===== config.mk =====
export PLATFORM = sky130hd
export DESIGN_NAME = proc
export DESIGN_NICKNAME = d
export VERILOG_FILES = /design/src/isa_pkg.sv /design/src/pipe_pkg.sv /design/src/fetch_stage.sv /design/src/reg_file.sv /design/src/decode_stage.sv /design/src/execute_stage.sv /design/src/mem_wb_stage.sv /design/src/proc.sv
export VERILOG_INCLUDE_DIRS = /design/src /design/src/src
export SDC_FILE = /design/constraint.sdc
export NUM_CORES = 2
export LEC_CHECK = 0
export BUFFER_PORTS_ARGS = -buffer_cell sky130_fd_sc_hd__buf_2
export CAP_MARGIN = 10
export CORE_MARGIN = 4
export CORE_UTILIZATION = 48
export DETAILED_ROUTE_END_ITERATION = 10
export HOLD_SLACK_MARGIN = 0.05
export PLACE_DENSITY_LB_ADDON = 0.2
export SYNTH_ARGS = -nofsm -noshare
export SYNTH_HDL_FRONTEND = slang
export SYNTH_SLANG_ARGS = --single-unit

===== constraint.sdc =====
create_clock -name clk -period 13.39 [get_ports clk]
set_clock_uncertainty 0.2 [all_clocks]
set_input_delay 0 -clock clk [delete_from_list [all_inputs] [get_ports clk]]
set_output_delay 0 -clock clk [all_outputs]
set_load 0.005 [all_outputs]

===== src/proc_defs.svh =====
`ifndef PROC_DEFS_SVH
`define PROC_DEFS_SVH

// Data and instruction word
`define PROC_WORD_W     32

// Register file geometry
`define PROC_REG_IDX_W  5
`define PROC_NUM_REGS   32

//////////////////////////////
// Instruction fields
//////////////////////////////

// Opcode sits in the top bits of the word
`define PROC_OPC_W      6
`define PROC_OPC_LSB    26
`define PROC_RS_LSB     21
`define PROC_RT_LSB     16
`define PROC_RD_LSB     11

// Immediate starts at bit 0 and is sign extended
`define PROC_IMM_W      16

`endif


===== src/isa_pkg.sv =====
`include "proc_defs.svh"

package isa_pkg;

   //////////////////////////////
   // Operand types
   //////////////////////////////

   typedef logic [`PROC_WORD_W-1:0]    word_t;
   typedef logic [`PROC_REG_IDX_W-1:0] reg_idx_t;

   // Raw immediate field before sign extension
   typedef logic [`PROC_IMM_W-1:0]     imm_t;

   //////////////////////////////
   // Opcodes
   //////////////////////////////

   // All-zero word decodes as NOP, so a cleared register is a bubble
   typedef enum logic [`PROC_OPC_W-1:0] {
      OP_NOP  = 6'h00,
      OP_HALT = 6'h01,
      OP_ADD  = 6'h02,
      OP_SUB  = 6'h03,
      OP_AND  = 6'h04,
      OP_XOR  = 6'h05,
      OP_ADDI = 6'h08,
      OP_LD   = 6'h10,
      OP_ST   = 6'h11
   } opcode_t;

endpackage


===== src/pipe_pkg.sv =====
package pipe_pkg;

   // ALU function, loads and stores add for the address
   typedef enum logic [1:0] {
      ALU_ADD = 2'd0,
      ALU_SUB = 2'd1,
      ALU_AND = 2'd2,
      ALU_XOR = 2'd3
   } alu_op_t;

   // Where an execute operand comes from
   typedef enum logic [1:0] {
      FWD_REG = 2'd0,
      FWD_MEM = 2'd1,
      FWD_WB  = 2'd2
   } fwd_sel_t;

endpackage


===== src/fetch_stage.sv =====
`timescale 1ns/1ps

module fetch_stage (
   input  logic           clk,
   input  logic           rst_n,
   input  logic           stall_i,
   input  logic           halt_id_i,
   output isa_pkg::word_t iaddr_o,
   input  isa_pkg::word_t inst_i,
   output isa_pkg::word_t if_inst_o
);
   import isa_pkg::*;

   word_t pc_q;
   logic  stopped_q;
   logic  freeze;

   // HALT in decode already blocks this edge
   assign freeze  = stopped_q | halt_id_i;
   assign iaddr_o = pc_q;

   always_ff @(posedge clk or negedge rst_n) begin
      if (!rst_n) begin
         stopped_q <= 1'b0;
      end else if (halt_id_i) begin
         stopped_q <= 1'b1;
      end
   end

   always_ff @(posedge clk or negedge rst_n) begin
      if (!rst_n) begin
         pc_q <= '0;
      end else if (!freeze && !stall_i) begin
         pc_q <= pc_q + word_t'(4);
      end
   end

   //////////////////////////////
   // IF/ID register
   //////////////////////////////

   // Zero is a NOP, so reset and halt both leave a bubble
   always_ff @(posedge clk or negedge rst_n) begin
      if (!rst_n) begin
         if_inst_o <= '0;
      end else if (freeze) begin
         if_inst_o <= '0;
      end else if (!stall_i) begin
         if_inst_o <= inst_i;
      end
   end

   // HALT reads no register, so decode can never stall on it
   a_halt_not_stalled: assert property (@(posedge clk) disable iff (!rst_n)
      !(stall_i && halt_id_i))
      else $error("fetch: stall and halt raised together");

endmodule


===== src/reg_file.sv =====
`timescale 1ns/1ps
`include "proc_defs.svh"

module reg_file (
   input  logic              clk,
   input  logic              rst_n,
   input  isa_pkg::reg_idx_t rs_idx_i,
   input  isa_pkg::reg_idx_t rt_idx_i,
   output isa_pkg::word_t    rs_val_o,
   output isa_pkg::word_t    rt_val_o,
   input  logic              we_i,
   input  isa_pkg::reg_idx_t wr_idx_i,
   input  isa_pkg::word_t    wr_data_i
);
   import isa_pkg::*;

   word_t regs_q [`PROC_NUM_REGS];
   logic  wr_en;

   // r0 is never written
   assign wr_en = we_i && (wr_idx_i != '0);

   always_ff @(posedge clk or negedge rst_n) begin
      if (!rst_n) begin
         for (int i = 0; i < `PROC_NUM_REGS; i++) begin
            regs_q[i] <= '0;
         end
      end else if (wr_en) begin
         regs_q[wr_idx_i] <= wr_data_i;
      end
   end

   // Read port with write-through from writeback
   function automatic word_t read_port(input reg_idx_t idx);
      if (idx == '0) begin
         return '0;
      end
      if (wr_en && (wr_idx_i == idx)) begin
         return wr_data_i;
      end
      return regs_q[idx];
   endfunction

   always_comb begin
      rs_val_o = read_port(rs_idx_i);
      rt_val_o = read_port(rt_idx_i);
   end

endmodule


===== src/decode_stage.sv =====
`timescale 1ns/1ps
`include "proc_defs.svh"

module decode_stage (
   input  logic              clk,
   input  logic              rst_n,
   input  isa_pkg::word_t    if_inst_i,
   output logic              stall_o,
   output logic              halt_id_o,
   output logic              err_o,
   input  logic              wb_we_i,
   input  isa_pkg::reg_idx_t wb_idx_i,
   input  isa_pkg::word_t    wb_data_i,
   output isa_pkg::reg_idx_t ex_rs_idx_o,
   output isa_pkg::reg_idx_t ex_rt_idx_o,
   output isa_pkg::reg_idx_t ex_dest_idx_o,
   output isa_pkg::word_t    ex_rs_val_o,
   output isa_pkg::word_t    ex_rt_val_o,
   output isa_pkg::word_t    ex_imm_o,
   output pipe_pkg::alu_op_t ex_alu_op_o,
   output logic              ex_use_imm_o,
   output logic              ex_dest_we_o,
   output logic              ex_is_load_o,
   output logic              ex_is_store_o,
   output logic              ex_is_halt_o
);
   import isa_pkg::*;
   import pipe_pkg::*;

   opcode_t  opcode;
   reg_idx_t rs_idx;
   reg_idx_t rt_idx;
   reg_idx_t rd_idx;
   reg_idx_t dest_idx;
   imm_t     imm_field;
   word_t    rs_val;
   word_t    rt_val;
   alu_op_t  alu_op;
   logic     legal;
   logic     uses_rs;
   logic     uses_rt;
   logic     dest_we;
   logic     use_imm;
   logic     is_load;
   logic     is_store;
   logic     is_halt;
   logic     live;

   assign opcode    = opcode_t'(if_inst_i[`PROC_OPC_LSB +: `PROC_OPC_W]);
   assign rs_idx    = if_inst_i[`PROC_RS_LSB +: `PROC_REG_IDX_W];
   assign rt_idx    = if_inst_i[`PROC_RT_LSB +: `PROC_REG_IDX_W];
   assign rd_idx    = if_inst_i[`PROC_RD_LSB +: `PROC_REG_IDX_W];
   assign imm_field = if_inst_i[`PROC_IMM_W-1:0];

   //////////////////////////////
   // Opcode decode
   //////////////////////////////

   always_comb begin
      legal    = 1'b1;
      uses_rs  = 1'b0;
      uses_rt  = 1'b0;
      dest_idx = rd_idx;
      dest_we  = 1'b0;
      alu_op   = ALU_ADD;
      use_imm  = 1'b0;
      is_load  = 1'b0;
      is_store = 1'b0;
      is_halt  = 1'b0;
      case (opcode)
         OP_NOP, OP_HALT: is_halt = (opcode == OP_HALT);
         OP_ADD, OP_SUB, OP_AND, OP_XOR: begin
            uses_rs = 1'b1;
            uses_rt = 1'b1;
            dest_we = 1'b1;
            alu_op  = (opcode == OP_SUB) ? ALU_SUB :
                      (opcode == OP_AND) ? ALU_AND :
                      (opcode == OP_XOR) ? ALU_XOR : ALU_ADD;
         end
         // I-format writes rt
         OP_ADDI, OP_LD: begin
            uses_rs  = 1'b1;
            use_imm  = 1'b1;
            dest_idx = rt_idx;
            dest_we  = 1'b1;
            is_load  = (opcode == OP_LD);
         end
         OP_ST: begin
            uses_rs  = 1'b1;
            uses_rt  = 1'b1;
            use_imm  = 1'b1;
            is_store = 1'b1;
         end
         default: legal = 1'b0;
      endcase
   end

   // Load in EX whose result is needed here
   assign stall_o = ex_is_load_o && ex_dest_we_o &&
                    ((uses_rs && (rs_idx == ex_dest_idx_o)) ||
                     (uses_rt && (rt_idx == ex_dest_idx_o)));

   assign halt_id_o = is_halt;
   assign err_o     = !legal && !stall_o;
   // Illegal opcodes already decode with every control low
   assign live      = !stall_o;

   reg_file u_reg_file (
      .clk       (clk),
      .rst_n     (rst_n),
      .rs_idx_i  (rs_idx),
      .rt_idx_i  (rt_idx),
      .rs_val_o  (rs_val),
      .rt_val_o  (rt_val),
      .we_i      (wb_we_i),
      .wr_idx_i  (wb_idx_i),
      .wr_data_i (wb_data_i)
   );

   //////////////////////////////
   // ID/EX register
   //////////////////////////////

   // Index 0 marks an operand that is not read
   always_ff @(posedge clk or negedge rst_n) begin
      if (!rst_n) begin
         ex_rs_idx_o   <= '0;
         ex_rt_idx_o   <= '0;
         ex_dest_idx_o <= '0;
         ex_dest_we_o  <= 1'b0;
         ex_alu_op_o   <= ALU_ADD;
         ex_use_imm_o  <= 1'b0;
         ex_is_load_o  <= 1'b0;
         ex_is_store_o <= 1'b0;
         ex_is_halt_o  <= 1'b0;
      end else begin
         ex_rs_idx_o   <= (live && uses_rs) ? rs_idx : '0;
         ex_rt_idx_o   <= (live && uses_rt) ? rt_idx : '0;
         ex_dest_idx_o <= dest_idx;
         ex_dest_we_o  <= live && dest_we && (dest_idx != '0);
         ex_alu_op_o   <= alu_op;
         ex_use_imm_o  <= use_imm;
         ex_is_load_o  <= live && is_load;
         ex_is_store_o <= live && is_store;
         ex_is_halt_o  <= live && is_halt;
      end
   end

   always_ff @(posedge clk) begin
      ex_rs_val_o <= rs_val;
      ex_rt_val_o <= rt_val;
      ex_imm_o    <= {{(`PROC_WORD_W-`PROC_IMM_W){imm_field[`PROC_IMM_W-1]}}, imm_field};
   end

   a_bubble_is_inert: assert property (@(posedge clk) disable iff (!rst_n)
      (stall_o || err_o) |=> !ex_dest_we_o && !ex_is_store_o && !ex_is_load_o)
      else $error("decode: bubble entered ID/EX with live controls");

   a_load_not_store: assert property (@(posedge clk) disable iff (!rst_n)
      ex_is_load_o |-> !ex_is_store_o)
      else $error("decode: ID/EX entry is both load and store");

endmodule


===== src/execute_stage.sv =====
`timescale 1ns/1ps

module execute_stage (
   input  logic              clk,
   input  logic              rst_n,
   input  isa_pkg::reg_idx_t ex_rs_idx_i,
   input  isa_pkg::reg_idx_t ex_rt_idx_i,
   input  isa_pkg::reg_idx_t ex_dest_idx_i,
   input  isa_pkg::word_t    ex_rs_val_i,
   input  isa_pkg::word_t    ex_rt_val_i,
   input  isa_pkg::word_t    ex_imm_i,
   input  pipe_pkg::alu_op_t ex_alu_op_i,
   input  logic              ex_use_imm_i,
   input  logic              ex_dest_we_i,
   input  logic              ex_is_load_i,
   input  logic              ex_is_store_i,
   input  logic              ex_is_halt_i,
   input  logic              wb_we_i,
   input  isa_pkg::reg_idx_t wb_idx_i,
   input  isa_pkg::word_t    wb_data_i,
   output isa_pkg::word_t    mem_alu_res_o,
   output isa_pkg::word_t    mem_store_val_o,
   output isa_pkg::reg_idx_t mem_dest_idx_o,
   output logic              mem_dest_we_o,
   output logic              mem_is_load_o,
   output logic              mem_is_store_o,
   output logic              mem_is_halt_o
);
   import isa_pkg::*;
   import pipe_pkg::*;

   word_t    mem_fwd_val;
   fwd_sel_t fwd_a;
   fwd_sel_t fwd_b;
   word_t    opnd_a;
   word_t    rt_fwd;
   word_t    opnd_b;
   word_t    alu_res;

   // A load's value is not ready yet in EX/MEM
   assign mem_fwd_val = mem_alu_res_o;

   //////////////////////////////
   // Forwarding
   //////////////////////////////

   function automatic fwd_sel_t pick_src(input reg_idx_t idx);
      if (idx == '0) begin
         return FWD_REG;
      end
      if (mem_dest_we_o && !mem_is_load_o && (mem_dest_idx_o == idx)) begin
         return FWD_MEM;
      end
      if (wb_we_i && (wb_idx_i == idx)) begin
         return FWD_WB;
      end
      return FWD_REG;
   endfunction

   function automatic word_t fwd_mux(input fwd_sel_t sel, input word_t reg_val);
      case (sel)
         FWD_MEM: return mem_fwd_val;
         FWD_WB:  return wb_data_i;
         default: return reg_val;
      endcase
   endfunction

   always_comb begin
      fwd_a  = pick_src(ex_rs_idx_i);
      fwd_b  = pick_src(ex_rt_idx_i);
      opnd_a = fwd_mux(fwd_a, ex_rs_val_i);
      rt_fwd = fwd_mux(fwd_b, ex_rt_val_i);
      opnd_b = ex_use_imm_i ? ex_imm_i : rt_fwd;
   end

   always_comb begin
      case (ex_alu_op_i)
         ALU_SUB: alu_res = opnd_a - opnd_b;
         ALU_AND: alu_res = opnd_a & opnd_b;
         ALU_XOR: alu_res = opnd_a ^ opnd_b;
         default: alu_res = opnd_a + opnd_b;
      endcase
   end

   //////////////////////////////
   // EX/MEM register
   //////////////////////////////

   always_ff @(posedge clk or negedge rst_n) begin
      if (!rst_n) begin
         mem_dest_we_o  <= 1'b0;
         mem_is_load_o  <= 1'b0;
         mem_is_store_o <= 1'b0;
         mem_is_halt_o  <= 1'b0;
      end else begin
         mem_dest_we_o  <= ex_dest_we_i;
         mem_is_load_o  <= ex_is_load_i;
         mem_is_store_o <= ex_is_store_i;
         mem_is_halt_o  <= ex_is_halt_i;
      end
   end

   // Store data takes the forwarded rt
   always_ff @(posedge clk) begin
      mem_alu_res_o   <= alu_res;
      mem_store_val_o <= rt_fwd;
      mem_dest_idx_o  <= ex_dest_idx_i;
   end

   // Decode has to hold back any reader of a load still in MEM
   a_no_load_use: assert property (@(posedge clk) disable iff (!rst_n)
      (mem_is_load_o && mem_dest_we_o) |->
         (ex_rs_idx_i != mem_dest_idx_o) && (ex_rt_idx_i != mem_dest_idx_o))
      else $error("execute: load result used one cycle too early");

endmodule


===== src/mem_wb_stage.sv =====
`timescale 1ns/1ps

module mem_wb_stage (
   input  logic              clk,
   input  logic              rst_n,
   input  isa_pkg::word_t    mem_alu_res_i,
   input  isa_pkg::word_t    mem_store_val_i,
   input  isa_pkg::reg_idx_t mem_dest_idx_i,
   input  logic              mem_dest_we_i,
   input  logic              mem_is_load_i,
   input  logic              mem_is_store_i,
   input  logic              mem_is_halt_i,
   output isa_pkg::word_t    daddr_o,
   output isa_pkg::word_t    data_o,
   output logic              we_o,
   output logic              re_o,
   input  isa_pkg::word_t    rdata_i,
   output logic              wb_we_o,
   output isa_pkg::reg_idx_t wb_idx_o,
   output isa_pkg::word_t    wb_data_o,
   output logic              halt_o
);
   import isa_pkg::*;

   word_t alu_res_q;
   word_t rdata_q;
   logic  is_load_q;

   // Data memory answers in the same cycle
   assign daddr_o = mem_alu_res_i;
   assign data_o  = mem_store_val_i;
   assign we_o    = mem_is_store_i;
   assign re_o    = mem_is_load_i;

   //////////////////////////////
   // MEM/WB register
   //////////////////////////////

   // halt_o stays up once HALT reaches writeback
   always_ff @(posedge clk or negedge rst_n) begin
      if (!rst_n) begin
         wb_we_o   <= 1'b0;
         wb_idx_o  <= '0;
         is_load_q <= 1'b0;
         halt_o    <= 1'b0;
      end else begin
         wb_we_o   <= mem_dest_we_i;
         wb_idx_o  <= mem_dest_idx_i;
         is_load_q <= mem_is_load_i;
         halt_o    <= halt_o | mem_is_halt_i;
      end
   end

   always_ff @(posedge clk) begin
      alu_res_q <= mem_alu_res_i;
      rdata_q   <= rdata_i;
   end

   assign wb_data_o = is_load_q ? rdata_q : alu_res_q;

endmodule


===== src/proc.sv =====
`timescale 1ns/1ps

module proc (
   input  logic           clk,
   input  logic           rst_n,
   output isa_pkg::word_t iaddr_o,
   input  isa_pkg::word_t inst_i,
   output isa_pkg::word_t daddr_o,
   output isa_pkg::word_t data_o,
   output logic           we_o,
   output logic           re_o,
   input  isa_pkg::word_t rdata_i,
   output logic           err_o,
   output logic           halt_o
);
   import isa_pkg::*;
   import pipe_pkg::*;

   // Fetch and decode
   word_t    if_inst;
   logic     stall;
   logic     halt_id;

   // ID/EX
   reg_idx_t ex_rs_idx;
   reg_idx_t ex_rt_idx;
   reg_idx_t ex_dest_idx;
   word_t    ex_rs_val;
   word_t    ex_rt_val;
   word_t    ex_imm;
   alu_op_t  ex_alu_op;
   logic     ex_use_imm;
   logic     ex_dest_we;
   logic     ex_is_load;
   logic     ex_is_store;
   logic     ex_is_halt;

   // EX/MEM
   word_t    mem_alu_res;
   word_t    mem_store_val;
   reg_idx_t mem_dest_idx;
   logic     mem_dest_we;
   logic     mem_is_load;
   logic     mem_is_store;
   logic     mem_is_halt;

   // Writeback, shared by register file and forwarding
   logic     wb_we;
   reg_idx_t wb_idx;
   word_t    wb_data;

   //////////////////////////////
   // Pipeline stages
   //////////////////////////////

   fetch_stage u_fetch (
      .clk       (clk),
      .rst_n     (rst_n),
      .stall_i   (stall),
      .halt_id_i (halt_id),
      .iaddr_o   (iaddr_o),
      .inst_i    (inst_i),
      .if_inst_o (if_inst)
   );

   decode_stage u_decode (
      .clk           (clk),
      .rst_n         (rst_n),
      .if_inst_i     (if_inst),
      .stall_o       (stall),
      .halt_id_o     (halt_id),
      .err_o         (err_o),
      .wb_we_i       (wb_we),
      .wb_idx_i      (wb_idx),
      .wb_data_i     (wb_data),
      .ex_rs_idx_o   (ex_rs_idx),
      .ex_rt_idx_o   (ex_rt_idx),
      .ex_dest_idx_o (ex_dest_idx),
      .ex_rs_val_o   (ex_rs_val),
      .ex_rt_val_o   (ex_rt_val),
      .ex_imm_o      (ex_imm),
      .ex_alu_op_o   (ex_alu_op),
      .ex_use_imm_o  (ex_use_imm),
      .ex_dest_we_o  (ex_dest_we),
      .ex_is_load_o  (ex_is_load),
      .ex_is_store_o (ex_is_store),
      .ex_is_halt_o  (ex_is_halt)
   );

   execute_stage u_execute (
      .clk             (clk),
      .rst_n           (rst_n),
      .ex_rs_idx_i     (ex_rs_idx),
      .ex_rt_idx_i     (ex_rt_idx),
      .ex_dest_idx_i   (ex_dest_idx),
      .ex_rs_val_i     (ex_rs_val),
      .ex_rt_val_i     (ex_rt_val),
      .ex_imm_i        (ex_imm),
      .ex_alu_op_i     (ex_alu_op),
      .ex_use_imm_i    (ex_use_imm),
      .ex_dest_we_i    (ex_dest_we),
      .ex_is_load_i    (ex_is_load),
      .ex_is_store_i   (ex_is_store),
      .ex_is_halt_i    (ex_is_halt),
      .wb_we_i         (wb_we),
      .wb_idx_i        (wb_idx),
      .wb_data_i       (wb_data),
      .mem_alu_res_o   (mem_alu_res),
      .mem_store_val_o (mem_store_val),
      .mem_dest_idx_o  (mem_dest_idx),
      .mem_dest_we_o   (mem_dest_we),
      .mem_is_load_o   (mem_is_load),
      .mem_is_store_o  (mem_is_store),
      .mem_is_halt_o   (mem_is_halt)
   );

   mem_wb_stage u_mem_wb (
      .clk             (clk),
      .rst_n           (rst_n),
      .mem_alu_res_i   (mem_alu_res),
      .mem_store_val_i (mem_store_val),
      .mem_dest_idx_i  (mem_dest_idx),
      .mem_dest_we_i   (mem_dest_we),
      .mem_is_load_i   (mem_is_load),
      .mem_is_store_i  (mem_is_store),
      .mem_is_halt_i   (mem_is_halt),
      .daddr_o         (daddr_o),
      .data_o          (data_o),
      .we_o            (we_o),
      .re_o            (re_o),
      .rdata_i         (rdata_i),
      .wb_we_o         (wb_we),
      .wb_idx_o        (wb_idx),
      .wb_data_o       (wb_data),
      .halt_o          (halt_o)
   );

endmodule


==> impl_metrics.yaml <==
drt:
  routed-via-count: 49700
  wirelength_mm: 218
  viasPerCell: 6.23
  drt-initial-drc-count: 5178
  ant_nets: 0
  wl_per_cell_um: 27.3
  drc: 0
  dr.pass1.iters: 6
die:
  core_um2: 138000
  die_h_um: 381
  die_area_um2: 145000
  ioPinCount: 166
  initial_utilization: 0.485
  die_w_um: 381
  rows: 136
sta:
  report.final.slew_viol_count: 0
  rsz0062_at_grt: "no"
  tns_ns: 0
  worst_pin_slew_ns: 1.24
  timing_hold_violations_final: 0
  slew_headroom: 0.164
  setup_viol_count_final: 0
  fmax_mhz: 135
  finalCritPeriodShare: 0.551
  finalCriticalPeriod_ns: 7.38
grt:
  grt_pass1_wl_mm: 326
  overflow: 0
  antenna_found_initial: 7
  grt_pass1_vias: 48800
  grt_max_degree: 168
  track_usage: 0.300
worst_setup_path:
  cp.required_ns: 13.88
  cpMostUsedCell: "o21ai_0"
  critPathCaptureType: "flip-flop"
  critPathKind: "flip-flop to flip-flop"
  crit_path_max_fanout: 64
  slowest_stage: "dfrtp_1"
  crit_arrival_ns: 7.87
  critical_path.startpoint_type: "flip-flop"
  cp_num_buf_inv: 2
  max_stage_delay_ns: 0.64
  cp_top_family: "compound AO/OA/AOI/OAI gates"
  path_cells: "xnor2_1 -> nand4_1 -> nor4_1 -> ha_2 -> buf_4 -> inv_2 -> and3_4 -> a221oi_1 -> ha_1 -> and2_1 -> nand4_1 -> nor2_1 -> a21oi_1 -> xnor2_1 -> ha_1 -> nand2_1 -> o21ai_0 -> o21ai_0 -> o2111ai_1 -> nand4_1 -> o21ai_0 -> o21ai_0 -> a221oi_2"
pwr:
  clkPwrFrac: 0.271
  ir_drop_uv: 135
  p_per_area_nw_per_um2: 205
  comb_power_share: 0.353
  p_sw_mw: 5.57
  power_frac_seq: 0.376
  p_leak_nw: 31.8
  switching_share: 0.360
  internal_power_mw: 9.92
outcome:
  status: "completed"
finish:
  syn_to_final_growth_pct: 12.9
  drive_above_1_share: 0.205
  final_nets: 6137
  final_area_um2: 75500
  n_fill_cell: 11800
  utilization: 0.547
logic_synthesis:
  syn_area_per_cell_um2: 11.1
  synth_top_family_by_area: "multiplexers"
  muxShareOfSynthArea: 0.228
  synth_seq_cells: 1334
  synth_xor_area_frac: 0.0162
  yosys.area_share.simple: 0.0942
  ys_warn_count: 0
  synth-edff-count: 0
  synthCells: 6024
  netlist_area_um2: 66900
  synth_flop_cell: "dfrtp_1"
  seq_area_frac_synth: 0.483
  synth_adder_area_share: 0.0134
  async_flop_share: 0.840
  synth.distinct_cells: 77
  synth-compound-area-share: 0.129
place:
  portBuffers: 163
  dp_hpwl_mm: 127
  placed_cell_area_um2: 69200
  gp_congestion: 0.914
clocking:
  cts_sinks: 1334
  clockBufferDepth: 3
  cts.repair.resized: 0
  clock_latency_ns: 0.78
  htreeDepth: 4
  cts-root-buf: "clkbuf_16"
  cts_tree: "done"
  clkTransAtPathRegs_ns: 0.06
  numCtsBuffers: 146
min_path:
  min-delay-path-class: "flip-flop to flip-flop"
run:
  drv_cap: 0
-- final timing paths --
| kind | from | end | slack (ns) | cells after the start |
|---|---|---|---|---|
| setup / recovery | u_mem_wb.wb_idx_o[4] | u_execute.mem_alu_res_o[31] | 6.01 | 23 |
| hold / removal | u_decode.ex_is_store_o | u_execute.mem_is_store_o | 0.15 | 0 |
| setup reg to reg | u_mem_wb.wb_idx_o[4] | u_execute.mem_alu_res_o[31] | 6.01 | 23 |
| hold reg to reg | u_decode.ex_is_store_o | u_execute.mem_is_store_o | 0.15 | 0 |
| max in group asynchronous | rst_n | u_fetch.if_inst_o[19] | 10.18 | 6 |
| min in group asynchronous | rst_n | u_decode.u_reg_file.regs_q[261] | 0.28 | 4 |
-- what timing repair did --
action / CTS / global route
setup endpoints to repair: 0 / 0
endpoints found under the hold margin: 527 / 0
buffers inserted: 0 / 0
hold buffers: 131 / 0
-- cells in the mapped netlist, drive strengths merged (10+ instances only) --
library cell | instances | share of area
a211oi | 91 | 0.010
a21o | 17 | 0.0019
a21oi | 608 | 0.046
a221o | 11 | 0.0016
a221oi | 42 | 0.0059
a22oi | 48 | 0.0054
a31oi | 10 | 0.00094
and3 | 16 | 0.0016
buf | 97 | 0.0066
clkbuf | 497 | 0.028
dfrtp | 1121 | 0.42
dfxtp | 213 | 0.064
ha | 70 | 0.013
inv | 28 | 0.0016
mux2 | 74 | 0.013
mux2i | 176 | 0.027
mux4 | 560 | 0.19
nand2 | 617 | 0.035
nand2b | 23 | 0.0023
nand3 | 17 | 0.0013
nand3b | 20 | 0.0022
nand4 | 18 | 0.0018
nor2 | 719 | 0.040
nor2b | 44 | 0.0041
nor3 | 12 | 0.00090
nor4 | 11 | 0.0011
o211ai | 17 | 0.0019
o21ai | 590 | 0.044
o221ai | 12 | 0.0016
o22ai | 30 | 0.0028
o31ai | 22 | 0.0025
xnor2 | 83 | 0.011
xor2 | 38 | 0.0050
-- layer usage --
metal / wire (um) / GRT usage / vias up
met4: 7080 / 0.0944 / 2
li1: - / - / 21800
met1: 91500 / 0.427 / 25200
met5: 13 / 0 / -
met3: 19200 / 0.0585 / 416
met2: 100000 / 0.467 / 2271
-- metrics by stage --
step | setup slack, ns | instances | hold WS (ns) | total power [mW]
after floorplan | 7.67 | 6025 | -0.496 | 9.56
final | 6.01 | 7978 | 0.148 | 15.5
after global placement | 5.98 | 7583 | -0.0979 | 11.1
after CTS | 6.03 | 7975 | 0.131 | 15.5
after global routing | 5.53 | 7976 | 0.169 | 16.3
after detailed placement | 6.06 | 7583 | -0.0964 | 11.2
-- state kept, by name, indices dropped and copies added (netlist names), 2 cells and up --
register and cells:
u_execute.mem_dest_idx_o 5, u_decode.ex_dest_idx_o 5, u_decode.ex_rs_val_o 32, u_fetch.if_inst_o 32, u_decode.ex_alu_op_o 2, u_execute.mem_alu_res_o 32, u_execute.mem_store_val_o 32, u_mem_wb.alu_res_q 32
u_decode.ex_rt_val_o 32, u_fetch.iaddr_o 30, u_decode.ex_rs_idx_o 5, u_decode.ex_rt_idx_o 5, u_mem_wb.rdata_q 32, u_decode.ex_imm_o 16, u_decode.u_reg_file.regs_q 1024, u_mem_wb.wb_idx_o 5
-- cells in the final DEF, fill, tap and decap left out, types with 144 or more instances in the layout --
master,n
dfrtp_1,1108
nand2_1,601
nor2_1,702
buf_2,162
clkbuf_16,150
a21oi_1,608
o21ai_0,588
mux4_2,560
dfxtp_1,213
mux2i_1,144
-- power groups by stage --
stage | Sequential [mW] | Combinational [mW] | Clock (mW)
2_1_floorplan | 5.52 | 4.04 | 0
3_3_place_gp | 5.81 | 5.33 | 0
3_5_place_dp | 5.86 | 5.37 | 0
4_1_cts | 5.80 | 5.42 | 4.26
5_1_grt | 5.94 | 5.98 | 4.43
6_report | 5.82 | 5.47 | 4.20
-- cell type report --
type,instances,area [um2],area share
Multi-Input combinational cell,4069,32600,0.431
Sequential cell,1334,32400,0.428
Clock buffer,214,4310,0.0571
Timing Repair Buffer,421,3180,0.0421
Tap cell,1863,2330,0.0309
Clock inverter,47,637,0.00843
Inverter,28,108,0.00142
Antenna cell,2,5.00,0.0000663
-- logic make-up after synthesis --
group | Yosys count
buffers and inverters | 622
AND/OR/NAND/NOR | 1534
other | 1
XOR/XNOR | 122
adder cells (fa/ha/maj) | 71
multiplexers | 810
flip-flops | 1334
AO/OA/AOI/OAI | 1530
No activity file was read; power rests on OpenSTA's default activity.
